### src/design/rhPkg.sv
/* Shared types, register offsets and the byte-lane merge helper for the
   disk controller register file. Imported by every design module. */

package rhPkg;

   //////////////////////////////////////////////////////////////////////
   // Widths
   //////////////////////////////////////////////////////////////////////

   localparam int REG_W = 16;
   localparam int DEV_W = 36;
   localparam int OFF_W = 3;

   // One register's contents
   typedef logic [REG_W-1:0] regWord_t;

   // Device word, numbered big-endian so bit 0 is the MSB
   // Register bits 15..0 ride on device bits 20..35, hence the swap
   typedef logic [0:DEV_W-1] devData_t;

   typedef logic [OFF_W-1:0] regOffset_t;

   // Register offsets, anything else reads zero and drops writes
   localparam regOffset_t OFF_WC = 3'd1;
   localparam regOffset_t OFF_BA = 3'd2;
   localparam regOffset_t OFF_DB = 3'd5;

   //////////////////////////////////////////////////////////////////////
   // Bus and select bundles
   //////////////////////////////////////////////////////////////////////

   // One device bus strobe
   typedef struct packed {
      logic       wr;
      logic       rd;
      logic       loByte;
      logic       hiByte;
      regOffset_t offset;
      devData_t   dataI;
   } devBus_t;

   // One-hot register select
   typedef struct packed {
      logic wc;
      logic ba;
      logic db;
   } regSel_t;

   typedef struct packed {
      logic hi;
      logic lo;
   } byteEn_t;

   // Loads only the enabled byte lanes
   function automatic regWord_t byteMerge(input regWord_t cur, input regWord_t wd,
                                          input byteEn_t be);
      regWord_t res;
      res = cur;
      if (be.hi)
      begin
         res[15:8] = wd[15:8];
      end
      if (be.lo)
      begin
         res[7:0] = wd[7:0];
      end
      return res;
   endfunction

endpackage

### src/design/rhAddrDecode.sv
/* Device bus decode. Turns a write strobe into same-cycle register selects,
   registers the read select for the read return and merges the clears. */

`timescale 1ns/1ps

module rhAddrDecode
(
   input  logic            clk,
   input  logic            rst,
   input  rhPkg::devBus_t  devBus,
   input  logic            devReset,
   input  logic            rhClr,
   output rhPkg::regSel_t  wrSel,
   output rhPkg::byteEn_t  byteEn,
   output rhPkg::regWord_t wrData,
   output logic            clr,
   output rhPkg::regSel_t  rdSel,
   output logic            rdPend
);
   import rhPkg::*;

   // Decoded offset, shared by both paths
   regSel_t offSel;

   always_comb
   begin
      offSel    = '0;
      offSel.wc = (devBus.offset == OFF_WC);
      offSel.ba = (devBus.offset == OFF_BA);
      offSel.db = (devBus.offset == OFF_DB);
   end

   // Write path, same cycle as the strobe
   assign wrSel     = devBus.wr ? offSel : '0;
   assign byteEn.hi = devBus.hiByte;
   assign byteEn.lo = devBus.loByte;

   // Ascending slice puts device bit 20 in register bit 15
   assign wrData = devBus.dataI[DEV_W-REG_W:DEV_W-1];

   // Device reset level or controller clear pulse
   assign clr = devReset | rhClr;

   // Read path, one stage
   // Unknown offset leaves an all-zero select
   always_ff @(posedge clk or posedge rst)
   begin
      if (rst)
      begin
         rdSel  <= '0;
         rdPend <= 1'b0;
      end
      else
      begin
         rdSel  <= devBus.rd ? offSel : '0;
         rdPend <= devBus.rd;
      end
   end

endmodule

### src/design/rhBusAddr.sv
/* Bus address register. Byte-writable and advanced by BA_STEP bytes on
   each transfer strobe, wrapping at 16 bits. */

`timescale 1ns/1ps

module rhBusAddr
#(
   parameter int BA_STEP = 2
)
(
   input  logic            clk,
   input  logic            rst,
   input  logic            clr,
   input  logic            wrEn,
   input  rhPkg::byteEn_t  byteEn,
   input  rhPkg::regWord_t wrData,
   input  logic            xferStb,
   output rhPkg::regWord_t ba
);
   import rhPkg::*;

   // Step sized to the register
   localparam regWord_t STEP = regWord_t'(BA_STEP);

   //////////////////////////////////////////////////////////////////////
   // Address register
   //////////////////////////////////////////////////////////////////////

   // Clear, then write, then transfer
   always_ff @(posedge clk or posedge rst)
   begin
      if (rst)
      begin
         ba <= '0;
      end
      else if (clr)
      begin
         ba <= '0;
      end
      else if (wrEn)
      begin
         ba <= byteMerge(ba, wrData, byteEn);
      end
      else if (xferStb)
      begin
         // Natural 16 bit wrap
         ba <= ba + STEP;
      end
   end

endmodule

### src/design/rhDb.sv
/* Data buffer register. Loads the enabled byte lanes on a write and
   zeroes on a clear. */

`timescale 1ns/1ps

module rhDb
(
   input  logic            clk,
   input  logic            rst,
   input  logic            clr,
   input  logic            wrEn,
   input  rhPkg::byteEn_t  byteEn,
   input  rhPkg::regWord_t wrData,
   output rhPkg::regWord_t db
);
   import rhPkg::*;

   //////////////////////////////////////////////////////////////////////
   // Data buffer
   //////////////////////////////////////////////////////////////////////

   // Clear beats write
   always_ff @(posedge clk or posedge rst)
   begin
      if (rst)
      begin
         db <= '0;
      end
      else if (clr)
      begin
         db <= '0;
      end
      else if (wrEn)
      begin
         // Untouched lane keeps its byte
         db <= byteMerge(db, wrData, byteEn);
      end
   end

endmodule

### src/design/rhReadMux.sv
/* Read return. Picks the register named by the registered read select and
   returns it one cycle later with a single-cycle acknowledge. */

`timescale 1ns/1ps

module rhReadMux
(
   input  logic            clk,
   input  logic            rst,
   input  rhPkg::regSel_t  rdSel,
   input  logic            rdPend,
   input  rhPkg::regWord_t wc,
   input  rhPkg::regWord_t ba,
   input  rhPkg::regWord_t db,
   output rhPkg::regWord_t rdData,
   output logic            rdAck
);
   import rhPkg::*;

   regWord_t selWord;

   // Zero when nothing is selected
   always_comb
   begin
      selWord = '0;
      if (rdSel.wc)
      begin
         selWord = wc;
      end
      else if (rdSel.ba)
      begin
         selWord = ba;
      end
      else if (rdSel.db)
      begin
         selWord = db;
      end
   end

   // Acknowledge tracks the pending read
   always_ff @(posedge clk or posedge rst)
   begin
      if (rst)
      begin
         rdAck <= 1'b0;
      end
      else
      begin
         rdAck <= rdPend;
      end
   end

   // Data holds between reads
   always_ff @(posedge clk)
   begin
      if (rdPend)
      begin
         rdData <= selWord;
      end
   end

endmodule

### src/design/rhRegs.sv
/* Register file top level. Joins the bus decode, the three registers and the
   read return. BA_STEP sets the bus address increment per transfer. */

`timescale 1ns/1ps

module rhRegs
#(
   parameter int BA_STEP = 2
)
(
   input  logic            clk,
   input  logic            rst,
   input  rhPkg::devBus_t  devBus,
   input  logic            devReset,
   input  logic            rhClr,
   input  logic            xferStb,
   output rhPkg::regWord_t rdData,
   output logic            rdAck,
   output rhPkg::regWord_t wc,
   output rhPkg::regWord_t ba,
   output rhPkg::regWord_t db,
   output logic            wcOvf
);
   import rhPkg::*;

   //////////////////////////////////////////////////////////////////////
   // Internal wiring
   //////////////////////////////////////////////////////////////////////

   regSel_t  wrSel;
   byteEn_t  byteEn;
   regWord_t wrData;
   logic     clr;
   regSel_t  rdSel;
   logic     rdPend;

   // Decode
   rhAddrDecode decode0 (.clk(clk), .rst(rst), .devBus(devBus), .devReset(devReset),
                         .rhClr(rhClr), .wrSel(wrSel), .byteEn(byteEn),
                         .wrData(wrData), .clr(clr), .rdSel(rdSel), .rdPend(rdPend));

   // Registers
   rhDb db0 (.clk(clk), .rst(rst), .clr(clr), .wrEn(wrSel.db), .byteEn(byteEn),
             .wrData(wrData), .db(db));

   rhWordCount wc0 (.clk(clk), .rst(rst), .clr(clr), .wrEn(wrSel.wc), .byteEn(byteEn),
                    .wrData(wrData), .xferStb(xferStb), .wc(wc), .wcOvf(wcOvf));

   rhBusAddr #(.BA_STEP(BA_STEP)) ba0 (.clk(clk), .rst(rst), .clr(clr),
                                       .wrEn(wrSel.ba), .byteEn(byteEn),
                                       .wrData(wrData), .xferStb(xferStb),
                                       .ba(ba));

   // Read return
   rhReadMux rdMux0 (.clk(clk), .rst(rst), .rdSel(rdSel), .rdPend(rdPend),
                     .wc(wc), .ba(ba), .db(db), .rdData(rdData), .rdAck(rdAck));

endmodule

### src/design/rhWordCount.sv
/* Word count register. Byte-writable, counts up once per transfer strobe
   and holds a sticky flag when the count wraps to zero. */

`timescale 1ns/1ps

module rhWordCount
(
   input  logic            clk,
   input  logic            rst,
   input  logic            clr,
   input  logic            wrEn,
   input  rhPkg::byteEn_t  byteEn,
   input  rhPkg::regWord_t wrData,
   input  logic            xferStb,
   output rhPkg::regWord_t wc,
   output logic            wcOvf
);
   import rhPkg::*;

   // Count sits at all-ones on this transfer
   logic wcWrap;

   assign wcWrap = xferStb & (wc == '1);

   //////////////////////////////////////////////////////////////////////
   // Count and overflow
   //////////////////////////////////////////////////////////////////////

   // Clear, then write, then transfer
   always_ff @(posedge clk or posedge rst)
   begin
      if (rst)
      begin
         wc    <= '0;
         wcOvf <= 1'b0;
      end
      else if (clr)
      begin
         wc    <= '0;
         wcOvf <= 1'b0;
      end
      else if (wrEn)
      begin
         // New count from software drops any old overflow
         wc    <= byteMerge(wc, wrData, byteEn);
         wcOvf <= 1'b0;
      end
      else if (xferStb)
      begin
         // Loaded negative, counts toward zero
         wc <= wc + 1'b1;
         if (wcWrap)
         begin
            wcOvf <= 1'b1;
         end
      end
   end

endmodule

### config.mk
export PLATFORM = sky130hd
export DESIGN_NAME = rhRegs
export DESIGN_NICKNAME = d
export VERILOG_FILES = /design/src/design/rhPkg.sv /design/src/design/rhAddrDecode.sv /design/src/design/rhBusAddr.sv /design/src/design/rhDb.sv /design/src/design/rhReadMux.sv /design/src/design/rhRegs.sv /design/src/design/rhWordCount.sv
export SDC_FILE = /design/constraint.sdc
export NUM_CORES = 1
export LEC_CHECK = 0
export ABC_AREA = 1
export ABC_CLOCK_PERIOD_IN_PS = 2700
export BUFFER_PORTS_ARGS = -buffer_cell sky130_fd_sc_hd__clkbuf_2
export CORE_MARGIN = 5
export CORE_UTILIZATION = 31
export CTS_BUF_LIST = sky130_fd_sc_hd__clkbuf_8
export DETAILED_ROUTE_END_ITERATION = 8
export GPL_TIMING_DRIVEN = 0
export PLACE_DENSITY = 0.57
export SYNTH_ARGS = -nofsm -noshare
export SYNTH_HDL_FRONTEND = slang
export SYNTH_SLANG_ARGS = --single-unit
### constraint.sdc
create_clock -name clk -period 2.7 [get_ports clk]
set_input_delay 0.54 -clock clk [delete_from_list [all_inputs] [get_ports clk]]
set_output_delay 0.54 -clock clk [all_outputs]
set_load 0.02 [all_outputs]
==> impl_results.md, run 1 <==
- Core box area: between 0.01 and 0.015 mm²
- Final setup viols: 0
- Number of global-route vias before repair: between 3000 and 4000
- Slowest cell on crit path: nor2_1
- P per Cell Area: slightly above 500 mW/mm²
- Average size of a mapped cell: 7.31 µm²
- Final GP Congestion: about 0.87
- Die area: roughly 0.015 mm²
- CTS tree: built
- Max Clock Skew: approximately 0.015 ns
- Min Tclk post-route: between 1.5 and 2 ns
- Placement Setup Slack: between 0.8 and 0.9 ns
- Num CTS Buffers: 9
- Row count: roughly 40
- Max Root-Sink Buffers: 2
- Detailed Route Iter0 Violations: approximately 420
- I/O pin count: roughly 110
- Tcrit/Tclk final: roughly 71%
- Leak: between 2 and 2.5 nW
- Via-per-instance ratio: about 5.0
- IO Port Bufs: a little over 90
- Post_cts resized: 0
- CP delay by family, top: buffers and inverters
- Most frequent cell after synthesis: nand2_1
- Largest net degree at the start of global routing: 35
- Clk_lat worst skew: roughly 0.37 ns
- Initial antenna violation count: 0
- Critical path type: flip-flop to flip-flop
- Post-synth top cells: nand2_1, nor2_1, dfrtp_1
- Initial core utilization: about a third
- Startpoint class of the critical path: flip-flop
- Final #Nets: ~700
- H-tree Lvls: 3
- Fraction of registers with async set/reset: 77.1%
- Final Non-Filler Cells: approximately 830
- Net Count, Synth: a little under 600
- Sequential fraction of the synthesis area: ~46%
- Synth area leaders: dfrtp_1, nand2_1, edfxtp_1
- Final Max Slew Viols: 0
- Synthesized area: ~0.0040 mm²
- Post-synth EDFFs: 16
- R2R depth: 5
- Detailed Route WL: between 10000 and 15000 µm
- Crit path largest cell delay: roughly 0.48 ns
- # DRC: 0
- Critical Path AT: roughly 2.1 ns
- Primary FF master, synth: dfrtp_1
- FMAX: around 520 MHz
- Outcome: complete, no violations
- Post-CTS Setup Bufs: 0
- Hold Slack: roughly 0.17 ns
- Synthesized flop and latch total: 70
- Area Overhead vs Synth: 23.1%
- CP endpoint kind: flip-flop
- Final worst slack: between 0.7 and 0.8 ns
- First-pass GRT wire length: between 20000 and 25000 µm
- Buffers and inverters on the worst path: 2
- Post-DP HPWL: about 11000 µm
- Reg2Reg Launch Point: decode0.rdSel[1]
- Worst path depth: 5
- Post-synthesis cell count: ~550
- Proportion of layout cells with a drive suffix above 1: roughly 21%
- Detailed Routing Iterations Pass 1: 5
- Relative slew slack: between 40 and 50%
- Overflow after GRT: 0
- Total track usage: between 15 and 20%
- ANT nets after route: 0
- Power Total: 2.48 mW
- Yosys cell types: 31
- # clock sinks: 70
- Via Count: a little over 4000
- Worst slew pin tran: 0.755 ns
- Worst-path maximum fanout: 10
- Final Hold Fails: 0
- Critical path cell sequence: buf_2, nor2_1, buf_2, a221oi_1, a21oi_1
- CP startpoint: decode0.rdSel[1]
- Post-synth top area cell: dfrtp_1
- Max-cap viol count: 0
- Clock tree root driver cell: clkbuf_8
- Clock-pin slew on the worst setup and hold paths: roughly 0.090 ns
- Die width: approximately 120 µm
- Most frequent CP cell: buf_2
- Diode count: 0
- VDD IR max: approximately 0.26 mV
- Die H: 124 µm
- Synth top area share: between 30% and 40%
- DR WL/cell: approximately 16 µm
- RSZ-0062 raised after global routing: false
- Worst Path Required: ~2.9 ns
- Hold-fix buffer count after cts: 0
- Synth Warn #: 0
- Placed Cells: around 810
- Layout fillers: about 1300
- Worst min-delay path category: input port to asynchronous set/reset pin
==> sequential cells by signal, indices dropped and copies added, names as in the netlist <==
signal	flops
db0.db	16
rdMux0.rdAck	1
wc0.wcOvf	1
rdMux0.rdData	16
wc0.wc	16
ba0.ba	16
decode0.rdPend	1
decode0.rdSel	3
==> metal layers <==
| layer | vias to the layer above | share of wire, % | GRT usage, % |
|---|---|---|---|
| li1 | 2010 | - | - |
| met1 | 1966 | 47 | 26.0 |
| met2 | 153 | 44 | 27.0 |
| met3 | 25 | 6.7 | 3.80 |
| met4 | 0 | 1.7 | 4.98 |
| met5 | - | 0 | 0 |
==> worst paths after layout <==
kind | end | slack (ns)
worst max-delay path | rdMux0.rdData[6] | 0.78
worst min register to register | db0.db[2] | 0.52
worst min-delay path | db0.db[3] | 0.17
min in group clk | decode0.rdPend | 0.29
worst max register to register | rdMux0.rdData[6] | 0.78
max in group asynchronous | db0.db[8] | 1.95
==> area by class of cell <==
class / count / area (µm²) / share of cell area (%)
Inverter: 53 / 199 / 4.04
Sequential cell: 70 / 1830 / 37.2
Multi-Input combinational cell: 408 / 1880 / 38.3
Timing Repair Buffer: 94 / 485 / 9.87
Clock inverter: 7 / 98.8 / 2.01
Clock buffer: 9 / 124 / 2.52
Buffer: 16 / 81.3 / 1.65
Tap cell: 172 / 215 / 4.37
==> power by group <==
part	leakage, nW	total (mW)	switching, mW	internal (mW)
clock network	0.109	0.971	0.448	0.523
registers	0.900	1.18	0.0559	1.13
logic	1.41	0.328	0.229	0.0995
==> stage by stage <==
stage	util (%)	setup TNS, ns	cell area (µm²)
final	39.0	0	4920
after global routing	39.0	0	4920
after CTS	39.0	0	4920
after detailed placement	37.2	0	4700
after global placement	37.1	-0.580	4680
after floorplan	-	0	4000
==> cell usage in the layout (no fill, tap or decap), types with 7 or more instances in the layout <==
cell type    n
clkbuf_1     7
nand2_1    199
a221oi_1    13
clkbuf_2    93
dfrtp_1     54
inv_1       49
o21ai_0     35
nand4_1      8
nor2_1      56
a21oi_1     17
edfxtp_1    16
clkbuf_8     9
nand3_1     50
==> cells by family after synthesis <==
logic type	synth area share [%]
xor+xnor	0.438
buf+inv	7.01
compound gates	12.0
flops	45.8
fa+ha+maj	0.626
simple gates	34.1
(Power assumes the default switching activity.)
==> run 2, diff against run 1 <==
ABC_CLOCK_PERIOD_IN_PS = 1800   (was 2700)
clock period = 1.8 ns   (was 2.7 ns; I/O delays follow)
==> run 2 against run 1 <==
Power grew 50%. Non-clock buffer count grew 1. Critical endpoint unchanged. Final area grew 0.53%. Highest routed layer unchanged. Worst setup slack lost 0.73 ns. Core utilization grew 0.21 points. Critical path depth is the same.
==> impl_results.md, run 2 (synthesized netlist as in run 1, its figures left out) <==
- Worst-path maximum fanout: 10 (unchanged)
- Worst Path Required: 1.99 ns (-0.90 ns)
- Sw Ratio: 29.4% (-0.10 points)
- Final setup viols: 0 (unchanged)
- # DRC: 0 (unchanged)
- Num CTS Buffers: 9 (unchanged)
- Final Hold Fails: 0 (unchanged)
- Reg power frac: 47.7% (about the same)
- Initial core utilization: 31.7% (unchanged)
- Overflow after GRT: 0 (unchanged)
- CP endpoint kind: flip-flop
- R2R depth: 5 (unchanged)
- Worst min-delay path category: input port to flip-flop
- Clock tree root driver cell: clkbuf_8
- VDD IR max: 0.388 mV (+50%)
- Outcome: complete, no violations
- I/O pin count: 114 (unchanged)
- Clock power share: 39.0% (about the same)
- Clk_lat worst skew: 0.37 ns (about the same)
- Detailed Route Iter0 Violations: 386 (-8.5%)
- Commonest non-fill, non-tap cell in the layout: nand2_1
- Final Max Slew Viols: 0 (unchanged)
- P_sw: 1.09 mW (+49%)
- Number of global-route vias before repair: 3892 (+0.077%)
- Total track usage: 17.9% (about the same)
- DR WL/cell: 16.4 µm (+0.41%)
- Final worst slack: 0.0494 ns (-0.730 ns)
- First-pass GRT wire length: 20900 µm (about the same)
- FMAX: 571 MHz (+9.7%)
- Die width: 124 µm (unchanged)
- Clock-pin slew on the worst setup and hold paths: 0.09 ns (about the same)
- Largest net degree at the start of global routing: 35 (unchanged)
- Final GP Congestion: 0.870 (unchanged)
- P per Cell Area: 752 mW/mm² (+49%)
- Initial antenna violation count: 0 (unchanged)
- Via Count: 4127 (-0.65%)
- Max Root-Sink Buffers: 2 (unchanged)
- Tcrit/Tclk final: 97.3% (+26 points)
- Final #Nets: 703 (+0.14%)
- Commonest cells after routing, fill and taps aside: nand2_1, clkbuf_2, dfrtp_1
- Max-cap viol count: 0 (unchanged)
- Gate power share: 13.3% (about the same)
- Detailed Routing Iterations Pass 1: 5 (unchanged)
- ANT nets after route: 0 (unchanged)
- Placement Setup Slack: -0.0327 ns (-0.843 ns)
- Post-DP HPWL: 10600 µm (unchanged)
- Proportion of layout cells with a drive suffix above 1: 21.4% (+0.73 points)
- Detailed Route WL: 13600 µm (+0.53%)
- Via-per-instance ratio: 4.97 (-0.77%)
- Die H: 124 µm (unchanged)
- Layout Utilization: 39.2% (+0.21 points)
- Worst slew pin tran: 0.773 ns (+0.0175 ns)
- Row count: 41 (unchanged)
- Leak: 2.43 nW (about the same)
- Max Clock Skew: 0.0166 ns (+0.00128 ns)
- Critical Path AT: 1.94 ns (-0.17 ns)
- # clock sinks: 70 (unchanged)
- Startpoint class of the critical path: flip-flop
- Critical path type: flip-flop to flip-flop
- H-tree Lvls: 3 (unchanged)
- Core box area: 0.0126 mm² (unchanged)
- Worst Hold Path Cells: 1
- Die area: 0.0153 mm² (unchanged)
- Area Overhead vs Synth: 23.8%
- Relative slew slack: 48.5% (-1.2 points)
- Diode count: 0 (unchanged)
- RSZ-0062 raised after global routing: false
- Internal power: 2.63 mW (+50%)
- IO Port Bufs: 93 (unchanged)
- CTS tree: built
- Min Tclk post-route: 1.75 ns (-0.170 ns)
run 2: critical path: stages, from the launching register on:
cell	delay [ns]
dfrtp_1	0.37
buf_2	0.17
nor2_2	0.34
buf_2	0.32
a221oi_1	0.17
a21oi_1	0.20
run 2: power groups by stage:
stage	sequential, mW	combinational [mW]	clock, mW
2_1_floorplan	1.86	0.212	0
3_3_place_gp	1.80	0.485	0
3_5_place_dp	1.81	0.493	0
4_1_cts	1.77	0.497	1.47
5_1_grt	1.79	0.543	1.54
6_report	1.78	0.495	1.45
run 2: path summary, 6_finish.rpt:
| kind | startpoint | endpoint | slack, ns |
|---|---|---|---|
| max | decode0.rdSel[1] | rdMux0.rdData[6] | 0.05 |
| min | devBus[41] | decode0.rdPend | 0.11 |
| max reg2reg | decode0.rdSel[1] | rdMux0.rdData[6] | 0.05 |
| min reg2reg | db0.db[2] | db0.db[2] | 0.53 |
| max in group asynchronous | rst | db0.db[13] | 0.67 |
| min in group asynchronous | rst | db0.db[3] | 0.55 |
run 2: what timing repair did:
item                                    in CTS  in global routing
setup buffers                                0                  0
endpoints found under the hold margin        2                  0
hold buffers                                 1                  0
endpoints found under the setup margin       6                  8
gates resized for setup                      1                  5
run 2: cell type report:
| class | count | area [µm²] |
|---|---|---|
| clock inverter | 7 | 98.8 |
| timing repair buffer | 95 | 495 |
| multi-input combinational | 408 | 1900 |
| fill | 1339 | 7670 |
| tap | 172 | 215 |
| inverter | 53 | 199 |
| buffer | 16 | 81.3 |
| clock buffer | 9 | 124 |
| sequential | 70 | 1830 |
run 2: layer usage:
layer  up-vias  wire length [µm]  share of wire, %  global-route usage, %
met5         -                 0                 0                      0
met4         0               223               1.6                   4.98
met3        25              1050               7.7                   3.80
met2       176              5980                44                   27.0
met1      1915              6350                47                   26.1
li1       2011                 -                 -                      -
run 2: through the flow:
stage                     instances  hold slack [ns]  total power, mW  setup TNS (ns)  instance area (µm²)
after CTS                       830            0.103             3.74               0                 4930
after detailed placement        813            0.407             2.30         -0.0467                 4700
after floorplan                 547            0.391             2.08               0                 4000
final                           830            0.114             3.72               0                 4950
after global routing            830            0.106             3.87               0                 4950
after global placement          812            0.499             2.29          -39.50                 4680
